[src/hw/evo_xb_pkg.sv]
/*
 * Shared CSR types, address map and info ROM for the Evo extension block.
 * CSR data and address are 8 bits; a port register window spans five offsets.
 * Port bases must not overlap each other or the two info addresses.
 */

package evo_xb_pkg;

   // ------------------------------------------------------------------------
   // Bus widths and base types
   // ------------------------------------------------------------------------

   localparam int CSR_DWIDTH = 8;
   localparam int MADR_WIDTH = 8;

   // One CSR data word
   typedef logic [CSR_DWIDTH-1:0] csr_data_t;
   // One CSR byte address
   typedef logic [MADR_WIDTH-1:0] csr_addr_t;

   // Avalon request as seen by every slave, 18 bits in total
   typedef struct packed {
      csr_addr_t addr;
      logic      rd;
      logic      wr;
      csr_data_t wdata;
   } csr_req_t;

   // ------------------------------------------------------------------------
   // Address map
   // ------------------------------------------------------------------------

   // Offsets inside one port window
   localparam csr_addr_t PMUX_OFS_WRADR = 8'd0;
   localparam csr_addr_t PMUX_OFS_DIR   = 8'd1;
   localparam csr_addr_t PMUX_OFS_OUT   = 8'd2;
   localparam csr_addr_t PMUX_OFS_EN    = 8'd3;
   localparam csr_addr_t PMUX_OFS_IN    = 8'd4;

   // Port window bases
   localparam csr_addr_t PMUX_D_BASE = 8'h10;
   localparam csr_addr_t PMUX_E_BASE = 8'h18;

   // Indirect info window
   localparam csr_addr_t XB_INFO_IDX_ADDR  = 8'h00;
   localparam csr_addr_t XB_INFO_DATA_ADDR = 8'h01;

   // ------------------------------------------------------------------------
   // Information ROM
   // ------------------------------------------------------------------------

   localparam int XB_INFO_COUNT = 4;

   // Entry 0 block id, 1 major rev, 2 minor rev, 3 number of ports
   localparam csr_data_t XB_INFO_ROM [XB_INFO_COUNT] = '{
      8'hE5,
      8'h01,
      8'h00,
      8'h02
   };

endpackage : evo_xb_pkg

[src/hw/evo_xb_info.sv]
/*
 * Read-only info registers behind an index/data pair.
 * Every data read advances the index and wraps after the last ROM entry.
 */

`timescale 1ns/1ps

module evo_xb_info (
   input  logic                  clk,
   input  logic                  arst_n_i,
   input  evo_xb_pkg::csr_req_t  csr_req_i,
   output evo_xb_pkg::csr_data_t rd_data_o
);

   import evo_xb_pkg::*;

   localparam int IDX_W = $clog2(XB_INFO_COUNT);

   // Index into the info ROM
   typedef logic [IDX_W-1:0] info_idx_t;

   localparam info_idx_t IDX_LAST = info_idx_t'(XB_INFO_COUNT - 1);

   info_idx_t idx_q;
   logic      idx_wr;
   logic      data_rd;
   logic      idx_rd;

   // ------------------------------------------------------------------------
   // Address decode
   // ------------------------------------------------------------------------

   assign idx_wr  = csr_req_i.wr && (csr_req_i.addr == XB_INFO_IDX_ADDR);
   assign idx_rd  = csr_req_i.rd && (csr_req_i.addr == XB_INFO_IDX_ADDR);
   assign data_rd = csr_req_i.rd && (csr_req_i.addr == XB_INFO_DATA_ADDR);

   // Index register
   // Load from low write-data bits, step after each data read
   always_ff @(posedge clk or negedge arst_n_i) begin
      if (!arst_n_i) begin
         idx_q <= '0;
      end else if (idx_wr) begin
         idx_q <= csr_req_i.wdata[IDX_W-1:0];
      end else if (data_rd) begin
         // Wrap back to the first entry
         idx_q <= (idx_q == IDX_LAST) ? '0 : idx_q + 1'b1;
      end
   end

   // Read mux, returns the entry before the increment
   always_comb begin
      rd_data_o = '0;
      if (data_rd) begin
         rd_data_o = XB_INFO_ROM[idx_q];
      end else if (idx_rd) begin
         rd_data_o = csr_data_t'(idx_q);
      end
   end

endmodule : evo_xb_info

[src/hw/evo_pmux_csr.sv]
/*
 * Per-port control registers for MUX_WIDTH sources, selected through WRADR.
 * PORT_DWIDTH must not exceed the CSR data width; upper write bits are dropped.
 * Source s drives bits [s*PORT_DWIDTH +: PORT_DWIDTH] of each output bus.
 */

`timescale 1ns/1ps

module evo_pmux_csr #(
   parameter int                    PORT_DWIDTH = 8,
   parameter int                    MUX_WIDTH   = 4,
   parameter evo_xb_pkg::csr_addr_t PMUX_BASE   = 8'h10
) (
   input  logic                             clk,
   input  logic                             arst_n_i,
   input  evo_xb_pkg::csr_req_t             csr_req_i,
   input  logic [PORT_DWIDTH-1:0]           pmux_in_i,
   output evo_xb_pkg::csr_data_t            rd_data_o,
   output logic [PORT_DWIDTH*MUX_WIDTH-1:0] pmux_dir_o,
   output logic [PORT_DWIDTH*MUX_WIDTH-1:0] pmux_out_o,
   output logic [PORT_DWIDTH*MUX_WIDTH-1:0] pmux_en_o
);

   import evo_xb_pkg::*;

   // Source select needs at least one bit
   localparam int SEL_W = (MUX_WIDTH > 1) ? $clog2(MUX_WIDTH) : 1;

   // Absolute register addresses of this port
   localparam csr_addr_t ADR_WRADR = PMUX_BASE + PMUX_OFS_WRADR;
   localparam csr_addr_t ADR_DIR   = PMUX_BASE + PMUX_OFS_DIR;
   localparam csr_addr_t ADR_OUT   = PMUX_BASE + PMUX_OFS_OUT;
   localparam csr_addr_t ADR_EN    = PMUX_BASE + PMUX_OFS_EN;
   localparam csr_addr_t ADR_IN    = PMUX_BASE + PMUX_OFS_IN;

   // One value per pin of the port
   typedef logic [PORT_DWIDTH-1:0] pin_vec_t;
   // Source number
   typedef logic [SEL_W-1:0] src_sel_t;

   src_sel_t                  sel_q;
   pin_vec_t [MUX_WIDTH-1:0]  dir_q;
   pin_vec_t [MUX_WIDTH-1:0]  out_q;
   pin_vec_t [MUX_WIDTH-1:0]  en_q;
   pin_vec_t                  wr_pins;

   // Only the pin-wide part of the write data is kept
   assign wr_pins = csr_req_i.wdata[PORT_DWIDTH-1:0];

   // ------------------------------------------------------------------------
   // Register writes
   // ------------------------------------------------------------------------

   always_ff @(posedge clk or negedge arst_n_i) begin
      if (!arst_n_i) begin
         sel_q <= '0;
         dir_q <= '0;
         out_q <= '0;
         en_q  <= '0;
      end else if (csr_req_i.wr) begin
         case (csr_req_i.addr)
            // Source number wraps modulo MUX_WIDTH
            ADR_WRADR: sel_q <= src_sel_t'(csr_req_i.wdata % MUX_WIDTH);
            ADR_DIR:   dir_q[sel_q] <= wr_pins;
            ADR_OUT:   out_q[sel_q] <= wr_pins;
            ADR_EN:    en_q[sel_q]  <= wr_pins;
            default: ;
         endcase
      end
   end

   // ------------------------------------------------------------------------
   // Read mux
   // ------------------------------------------------------------------------

   // Zero unless this port's window is being read
   always_comb begin
      rd_data_o = '0;
      if (csr_req_i.rd) begin
         case (csr_req_i.addr)
            ADR_WRADR: rd_data_o = csr_data_t'(sel_q);
            ADR_DIR:   rd_data_o = csr_data_t'(dir_q[sel_q]);
            ADR_OUT:   rd_data_o = csr_data_t'(out_q[sel_q]);
            ADR_EN:    rd_data_o = csr_data_t'(en_q[sel_q]);
            // Live pin state, sampled with the read
            ADR_IN:    rd_data_o = csr_data_t'(pmux_in_i);
            default:   rd_data_o = '0;
         endcase
      end
   end

   // Flatten per-source registers onto the mux buses
   assign pmux_dir_o = dir_q;
   assign pmux_out_o = out_q;
   assign pmux_en_o  = en_q;

endmodule : evo_pmux_csr

[src/hw/evo_xb_pmux.sv]
/*
 * Wired-OR pin mux for one port, each source gated by its own enable.
 * Only one source should enable a pin; overlapping sources are ORed.
 */

`timescale 1ns/1ps

module evo_xb_pmux #(
   parameter int PORT_DWIDTH = 8,
   parameter int MUX_WIDTH   = 4
) (
   input  logic [PORT_DWIDTH*MUX_WIDTH-1:0] src_dir_i,
   input  logic [PORT_DWIDTH*MUX_WIDTH-1:0] src_out_i,
   input  logic [PORT_DWIDTH*MUX_WIDTH-1:0] src_en_i,
   output logic [PORT_DWIDTH-1:0]           dir_o,
   output logic [PORT_DWIDTH-1:0]           out_o,
   output logic [PORT_DWIDTH-1:0]           en_o
);

   // Per-source slice of each bus
   logic [PORT_DWIDTH-1:0] src_en;

   // ------------------------------------------------------------------------
   // OR over all sources
   // ------------------------------------------------------------------------

   always_comb begin
      dir_o = '0;
      out_o = '0;
      en_o  = '0;
      for (int s = 0; s < MUX_WIDTH; s++) begin
         src_en = src_en_i[s*PORT_DWIDTH +: PORT_DWIDTH];
         // A pin is driven if any source claims it
         en_o  = en_o | src_en;
         // Disabled sources contribute nothing
         dir_o = dir_o | (src_dir_i[s*PORT_DWIDTH +: PORT_DWIDTH] & src_en);
         out_o = out_o | (src_out_i[s*PORT_DWIDTH +: PORT_DWIDTH] & src_en);
      end
   end

endmodule : evo_xb_pmux

[src/hw/evo_csr_resp.sv]
/*
 * Avalon read response: ORs slave read data and registers it with valid.
 * Slaves must return zero when not addressed; no waitrequest is produced.
 */

`timescale 1ns/1ps

module evo_csr_resp (
   input  logic                  clk,
   input  logic                  arst_n_i,
   input  logic                  rd_req_i,
   input  evo_xb_pkg::csr_data_t info_data_i,
   input  evo_xb_pkg::csr_data_t pmux_d_data_i,
   input  evo_xb_pkg::csr_data_t pmux_e_data_i,
   output logic                  readdatavalid_o,
   output evo_xb_pkg::csr_data_t readdata_o
);

   import evo_xb_pkg::*;

   // Combined read data of all slaves
   csr_data_t merged;

   // Unmapped addresses give zero here
   assign merged = info_data_i | pmux_d_data_i | pmux_e_data_i;

   // ------------------------------------------------------------------------
   // Response register
   // ------------------------------------------------------------------------

   always_ff @(posedge clk or negedge arst_n_i) begin
      if (!arst_n_i) begin
         readdatavalid_o <= 1'b0;
         readdata_o      <= '0;
      end else begin
         // Valid for exactly the cycle after the strobe
         readdatavalid_o <= rd_req_i;
         // Data held at zero between responses
         readdata_o      <= rd_req_i ? merged : '0;
      end
   end

endmodule : evo_csr_resp

[src/hw/evo_xb.sv]
/*
 * Evo extension block top: info window plus ports D and E on one CSR bus.
 * Master must not overlap requests; reads answer exactly one cycle later.
 * Port widths must not exceed the 8-bit CSR data width.
 */

`timescale 1ns/1ps

module evo_xb #(
   parameter int PORT_D_DWIDTH = 8,
   parameter int PORT_E_DWIDTH = 6
) (
   input  logic                     clk,
   input  logic                     arst_n_i,
   // CSR bus, Avalon MM slave
   input  evo_xb_pkg::csr_req_t     csr_req_i,
   output logic                     readdatavalid_o,
   output evo_xb_pkg::csr_data_t    readdata_o,
   // Port D pins
   input  logic [PORT_D_DWIDTH-1:0] port_d_in_i,
   output logic [PORT_D_DWIDTH-1:0] port_d_dir_o,
   output logic [PORT_D_DWIDTH-1:0] port_d_out_o,
   output logic [PORT_D_DWIDTH-1:0] port_d_en_o,
   // Port E pins
   input  logic [PORT_E_DWIDTH-1:0] port_e_in_i,
   output logic [PORT_E_DWIDTH-1:0] port_e_dir_o,
   output logic [PORT_E_DWIDTH-1:0] port_e_out_o,
   output logic [PORT_E_DWIDTH-1:0] port_e_en_o
);

   import evo_xb_pkg::*;

   // Sources that may drive any one pin
   localparam int PMUX_WIDTH = 4;

   // Read data from each slave, zero when not addressed
   csr_data_t info_rd_data;
   csr_data_t pmux_d_rd_data;
   csr_data_t pmux_e_rd_data;

   // Per-source pin controls, one port-wide slice per source
   logic [PORT_D_DWIDTH*PMUX_WIDTH-1:0] port_d_src_dir;
   logic [PORT_D_DWIDTH*PMUX_WIDTH-1:0] port_d_src_out;
   logic [PORT_D_DWIDTH*PMUX_WIDTH-1:0] port_d_src_en;
   logic [PORT_E_DWIDTH*PMUX_WIDTH-1:0] port_e_src_dir;
   logic [PORT_E_DWIDTH*PMUX_WIDTH-1:0] port_e_src_out;
   logic [PORT_E_DWIDTH*PMUX_WIDTH-1:0] port_e_src_en;

   // ------------------------------------------------------------------------
   // CSR slaves
   // ------------------------------------------------------------------------

   evo_xb_info evo_xb_info_i (
      .clk       (clk),
      .arst_n_i  (arst_n_i),
      .csr_req_i (csr_req_i),
      .rd_data_o (info_rd_data)
   );

   evo_pmux_csr #(
      .PORT_DWIDTH (PORT_D_DWIDTH),
      .MUX_WIDTH   (PMUX_WIDTH),
      .PMUX_BASE   (PMUX_D_BASE)
   ) evo_pmux_csr_d_i (
      .clk        (clk),
      .arst_n_i   (arst_n_i),
      .csr_req_i  (csr_req_i),
      .pmux_in_i  (port_d_in_i),
      .rd_data_o  (pmux_d_rd_data),
      .pmux_dir_o (port_d_src_dir),
      .pmux_out_o (port_d_src_out),
      .pmux_en_o  (port_d_src_en)
   );

   evo_pmux_csr #(
      .PORT_DWIDTH (PORT_E_DWIDTH),
      .MUX_WIDTH   (PMUX_WIDTH),
      .PMUX_BASE   (PMUX_E_BASE)
   ) evo_pmux_csr_e_i (
      .clk        (clk),
      .arst_n_i   (arst_n_i),
      .csr_req_i  (csr_req_i),
      .pmux_in_i  (port_e_in_i),
      .rd_data_o  (pmux_e_rd_data),
      .pmux_dir_o (port_e_src_dir),
      .pmux_out_o (port_e_src_out),
      .pmux_en_o  (port_e_src_en)
   );

   // ------------------------------------------------------------------------
   // Pin multiplexers, one per port
   // ------------------------------------------------------------------------

   evo_xb_pmux #(
      .PORT_DWIDTH (PORT_D_DWIDTH),
      .MUX_WIDTH   (PMUX_WIDTH)
   ) evo_xb_pmux_d_i (
      .src_dir_i (port_d_src_dir),
      .src_out_i (port_d_src_out),
      .src_en_i  (port_d_src_en),
      .dir_o     (port_d_dir_o),
      .out_o     (port_d_out_o),
      .en_o      (port_d_en_o)
   );

   evo_xb_pmux #(
      .PORT_DWIDTH (PORT_E_DWIDTH),
      .MUX_WIDTH   (PMUX_WIDTH)
   ) evo_xb_pmux_e_i (
      .src_dir_i (port_e_src_dir),
      .src_out_i (port_e_src_out),
      .src_en_i  (port_e_src_en),
      .dir_o     (port_e_dir_o),
      .out_o     (port_e_out_o),
      .en_o      (port_e_en_o)
   );

   // Read response, one cycle after the strobe
   evo_csr_resp evo_csr_resp_i (
      .clk             (clk),
      .arst_n_i        (arst_n_i),
      .rd_req_i        (csr_req_i.rd),
      .info_data_i     (info_rd_data),
      .pmux_d_data_i   (pmux_d_rd_data),
      .pmux_e_data_i   (pmux_e_rd_data),
      .readdatavalid_o (readdatavalid_o),
      .readdata_o      (readdata_o)
   );

endmodule : evo_xb

[config.mk]
export PLATFORM = sky130hd
export DESIGN_NAME = evo_xb
export DESIGN_NICKNAME = d
export VERILOG_FILES = /design/src/hw/evo_xb_pkg.sv /design/src/hw/evo_xb_info.sv /design/src/hw/evo_pmux_csr.sv /design/src/hw/evo_xb_pmux.sv /design/src/hw/evo_csr_resp.sv /design/src/hw/evo_xb.sv
export SDC_FILE = /design/constraint.sdc
export NUM_CORES = 1
export LEC_CHECK = 0
export ABC_CLOCK_PERIOD_IN_PS = 2800
export BUFFER_PORTS_ARGS = -buffer_cell sky130_fd_sc_hd__buf_2
export CORE_MARGIN = 1
export CORE_UTILIZATION = 36
export CTS_CLUSTER_SIZE = 16
export DETAILED_ROUTE_END_ITERATION = 12
export PLACE_DENSITY_LB_ADDON = 0.05
export SLEW_MARGIN = 30
export SYNTH_ARGS = -nofsm -noshare
export SYNTH_HDL_FRONTEND = slang
export SYNTH_HIERARCHICAL = 1
export SYNTH_SLANG_ARGS = --single-unit
[constraint.sdc]
create_clock -name clk -period 2.8 [get_ports clk]
set_clock_uncertainty 0.05 [all_clocks]
set_input_delay 0.28 -clock clk [delete_from_list [all_inputs] [get_ports clk]]
set_output_delay 0.28 -clock clk [all_outputs]
set_load 0.02 [all_outputs]
==> impl_metrics.py <==
metrics = {
    "status": {
        "status": "finished, violations left",
        "violations": "design-rule violations",
    },
    "critical_path": {
        "crit_family": "flip-flops",
        "cp.buffers_inverters": 1,
        "worstReg2RegEnd": "evo_pmux_csr_d_i/pmux_out_o[29]",
        "crit_path_end_kind": "flop",
        "cp.required_ns": 3.07,
        "reg2reg_depth": 4,
        "path_cells": "buf_12 -> nand2_1 -> or3_1 -> mux2_1",
        "arrival_ns": 2.66,
        "startpoint_type": "flop",
        "slowest_delay_ns": 0.79,
        "r2r_start": "evo_pmux_csr_d_i/sel_q[0]",
        "cpMaxStageDelayCell": "dfrtp_2",
        "setup.worst_path.class": "flop to flop",
        "r2r_slack_ns": 0.41,
        "cp_max_fo": 19,
    },
    "global_routing": {
        "grt_pass1_wl_mm": 44.3,
        "grt-ovfl-total": 0,
        "grt_start_max_net_pins": 70,
        "antenna_found_initial": 0,
        "grt_pass1_vias": 6984,
        "grt_usage_pct": 21.4,
    },
    "power": {
        "ir_drop_mv": 0.344,
        "switching_share_pct": 25.3,
        "power_frac_clock_pct": 43.7,
        "p_sw_w": 0.00142,
        "p_per_area_nw_per_um2": 504,
        "p_leak_nw": 5.32,
        "power.internal_w": 0.00421,
        "power_frac_seq_pct": 48.8,
        "power_frac_comb_pct": 7.5,
    },
    "floorplan": {
        "rows": 59,
        "dieArea_um2": 27500,
        "core_um2": 26200,
        "start_util_pct": 36.9,
        "fp.dieH_um": 166,
        "io_pins": 85,
        "die_w_um": 166,
    },
    "run": {
        "cap_violations": 0,
    },
    "layout": {
        "drive_gt1_share_pct": 46.2,
        "diodes": 0,
        "nNetsFinal": 867,
        "synthToLayoutAreaGrowth_pct": 15.6,
        "layoutNonFillerInstCount": 1179,
        "nFillCells": 2483,
    },
    "drt": {
        "wl_per_cell_um": 24.2,
        "num_vias": 6722,
        "drc_errors": 4,
        "wirelength_mm": 28.5,
        "viasPerCell": 5.70,
        "drt_first_pass_iters": 9,
        "ant_nets": 0,
        "drtIter0Drc": 382,
    },
    "clocking": {
        "clk_path_buf_depth": 2,
        "cts-root-buf": "clkbuf_16",
        "clk_latency_ns": 0.44,
        "cts_sinks": 183,
        "cts_max_level": 4,
        "clk_pin_slew_ns": 0.07,
        "numCtsBuffers": 17,
        "cts_tree": "done",
    },
    "synthesis": {
        "ys.warnings.count": 6,
        "async_flop_share_pct": 100,
        "synth_edf_count": 0,
        "avgSynthCellArea_um2": 13.2,
        "syn_inst": 734,
        "synth_area_um2": 9670,
        "synth-main-ff-cell": "dfrtp_1",
        "synth-seq-cells": 183,
        "synth_seq_area_share_pct": 47.4,
        "synth_cell_types": 60,
    },
    "timing": {
        "hold_violations": 0,
        "slew_headroom_pct": 51.4,
        "fmax_mhz": 418,
        "fin_setup_tns_ns": 0,
        "setup_viol": 0,
        "fin_crit_sh_pct": 85.4,
        "rsz0062_at_grt": "false",
        "worst_pin_slew_ns": 0.729,
        "min_period_ns": 2.39,
        "drv_slew": 0,
    },
    "worst_hold_path": {
        "holdPathEnd": "evo_csr_resp_i/readdatavalid_o",
        "hold_start": "csr_req_i[9]",
        "min_path_type": "input port to flop",
        "hold_path_depth": 2,
    },
    "place": {
        "dp.cells": 1146,
        "hpwl_mm": 19.8,
        "gp_congestion": 0.778,
        "io_buffers": 84,
    },
}
## routing by layer
| layer | up-vias | global-route usage [%] | share of wire (%) |
|---|---|---|---|
| met5 | - | 0 | 0 |
| met4 | 0 | 6.50 | 1.8 |
| met3 | 27 | 2.84 | 3.4 |
| met2 | 163 | 36.6 | 50 |
| met1 | 3533 | 28.4 | 45 |
| li1 | 2999 | - | - |
## cells by family after synthesis
kind of cell / Yosys count / synth area share [%]
fa+ha+maj: 2 / 0.259
mux: 237 / 30.9
simple gates: 144 / 9.93
buf+inv: 55 / 3.05
compound gates: 111 / 8.40
other cells: 2 / 0.0777
flops: 183 / 47.4
## final cells by class
type                       count  area, um^2  share of cell area (%)
inverter                       6        22.5                   0.202
sequential                   183        4580                    41.0
clock buffer                  20         447                    4.00
tap                          335         419                    3.75
clock inverter                12         143                    1.28
multi-input combinational    498        4800                    43.0
timing repair buffer         125         762                    6.82
## timing repair
item	CTS	global route
hold buffers	1	0
resized for setup	0	0
setup buffers	0	0
hold endpoints to repair	62	0
## cells in the mapped netlist, types with 10 or more instances
cell type    n  area [um^2]
nand3_1     10         50.1
buf_2       11         55.1
or4_1       16          120
dfrtp_1    183         4580
nand2_1     44          165
mux2i_1     30          300
mux2_2     169         1900
mux4_2      29          653
a22oi_1     68          510
clkbuf_1    20         75.1
buf_4       10         75.1
## sequential cells by signal, indices dropped and copies added, names as in the netlist
name                            flops
evo_csr_resp_i/readdata_o           8
evo_csr_resp_i/readdatavalid_o      1
evo_pmux_csr_d_i/pmux_dir_o        32
evo_pmux_csr_d_i/pmux_en_o         32
evo_pmux_csr_d_i/pmux_out_o        32
evo_pmux_csr_d_i/sel_q              2
evo_pmux_csr_e_i/pmux_dir_o        24
evo_pmux_csr_e_i/pmux_en_o         24
evo_pmux_csr_e_i/pmux_out_o        24
evo_pmux_csr_e_i/sel_q              2
evo_xb_info_i/idx_q                 2
## power by group through the flow
stage          clock [W]  sequential (W)  combinational (W)
2_1_floorplan          0         0.00276           0.000258
3_3_place_gp           0         0.00280           0.000418
3_5_place_dp           0         0.00280           0.000425
4_1_cts          0.00251         0.00275           0.000427
5_1_grt          0.00263         0.00275           0.000459
6_report         0.00246         0.00275           0.000420
## stage by stage
stage               hold WS (ns)  area, um^2  setup slack [ns]  utilization (%)  power, W
floorplan                -0.0656        9670             0.588                -   0.00302
global placement           0.304       10600             0.344             40.4   0.00321
detailed placement         0.302       10600             0.362             40.4   0.00322
CTS                        0.168       11200             0.368             42.6   0.00569
global route               0.172       11200             0.289             42.6   0.00584
finish                     0.176       11200             0.409             42.6   0.00563
## how the worst max path moves through the flow
stage                                    from                         endpoint  cells after the start
global placement                csr_req_i[10]     evo_csr_resp_i/readdata_o[2]                      6
floorplan           evo_pmux_csr_d_i/sel_q[0]     evo_csr_resp_i/readdata_o[5]                      6
detailed placement              csr_req_i[13]  evo_pmux_csr_d_i/pmux_out_o[29]                      5
global route        evo_pmux_csr_d_i/sel_q[0]  evo_pmux_csr_d_i/pmux_out_o[29]                      4
CTS                 evo_pmux_csr_d_i/sel_q[0]  evo_pmux_csr_d_i/pmux_out_o[29]                      4
finish              evo_pmux_csr_d_i/sel_q[0]  evo_pmux_csr_d_i/pmux_out_o[29]                      4
## layout by cell type (no fill, tap or decap), types with 5 or more instances in the layout
master     count
nor2_1         8
buf_2         83
o31a_1         8
nand3_1       10
clkbuf_16     17
dfrtp_1      181
nand2b_1       8
mux2_2       169
nor3_2         5
nand2_1       44
a22oi_1       68
buf_4         38
mux4_2        29
nor3b_1        5
inv_1          6
o22ai_1        8
or4_1         16
nor2b_1        8
mux2i_1       30
mux2_4         8
o21ai_0        6
Note: power is estimated with default switching activity, not from simulation.
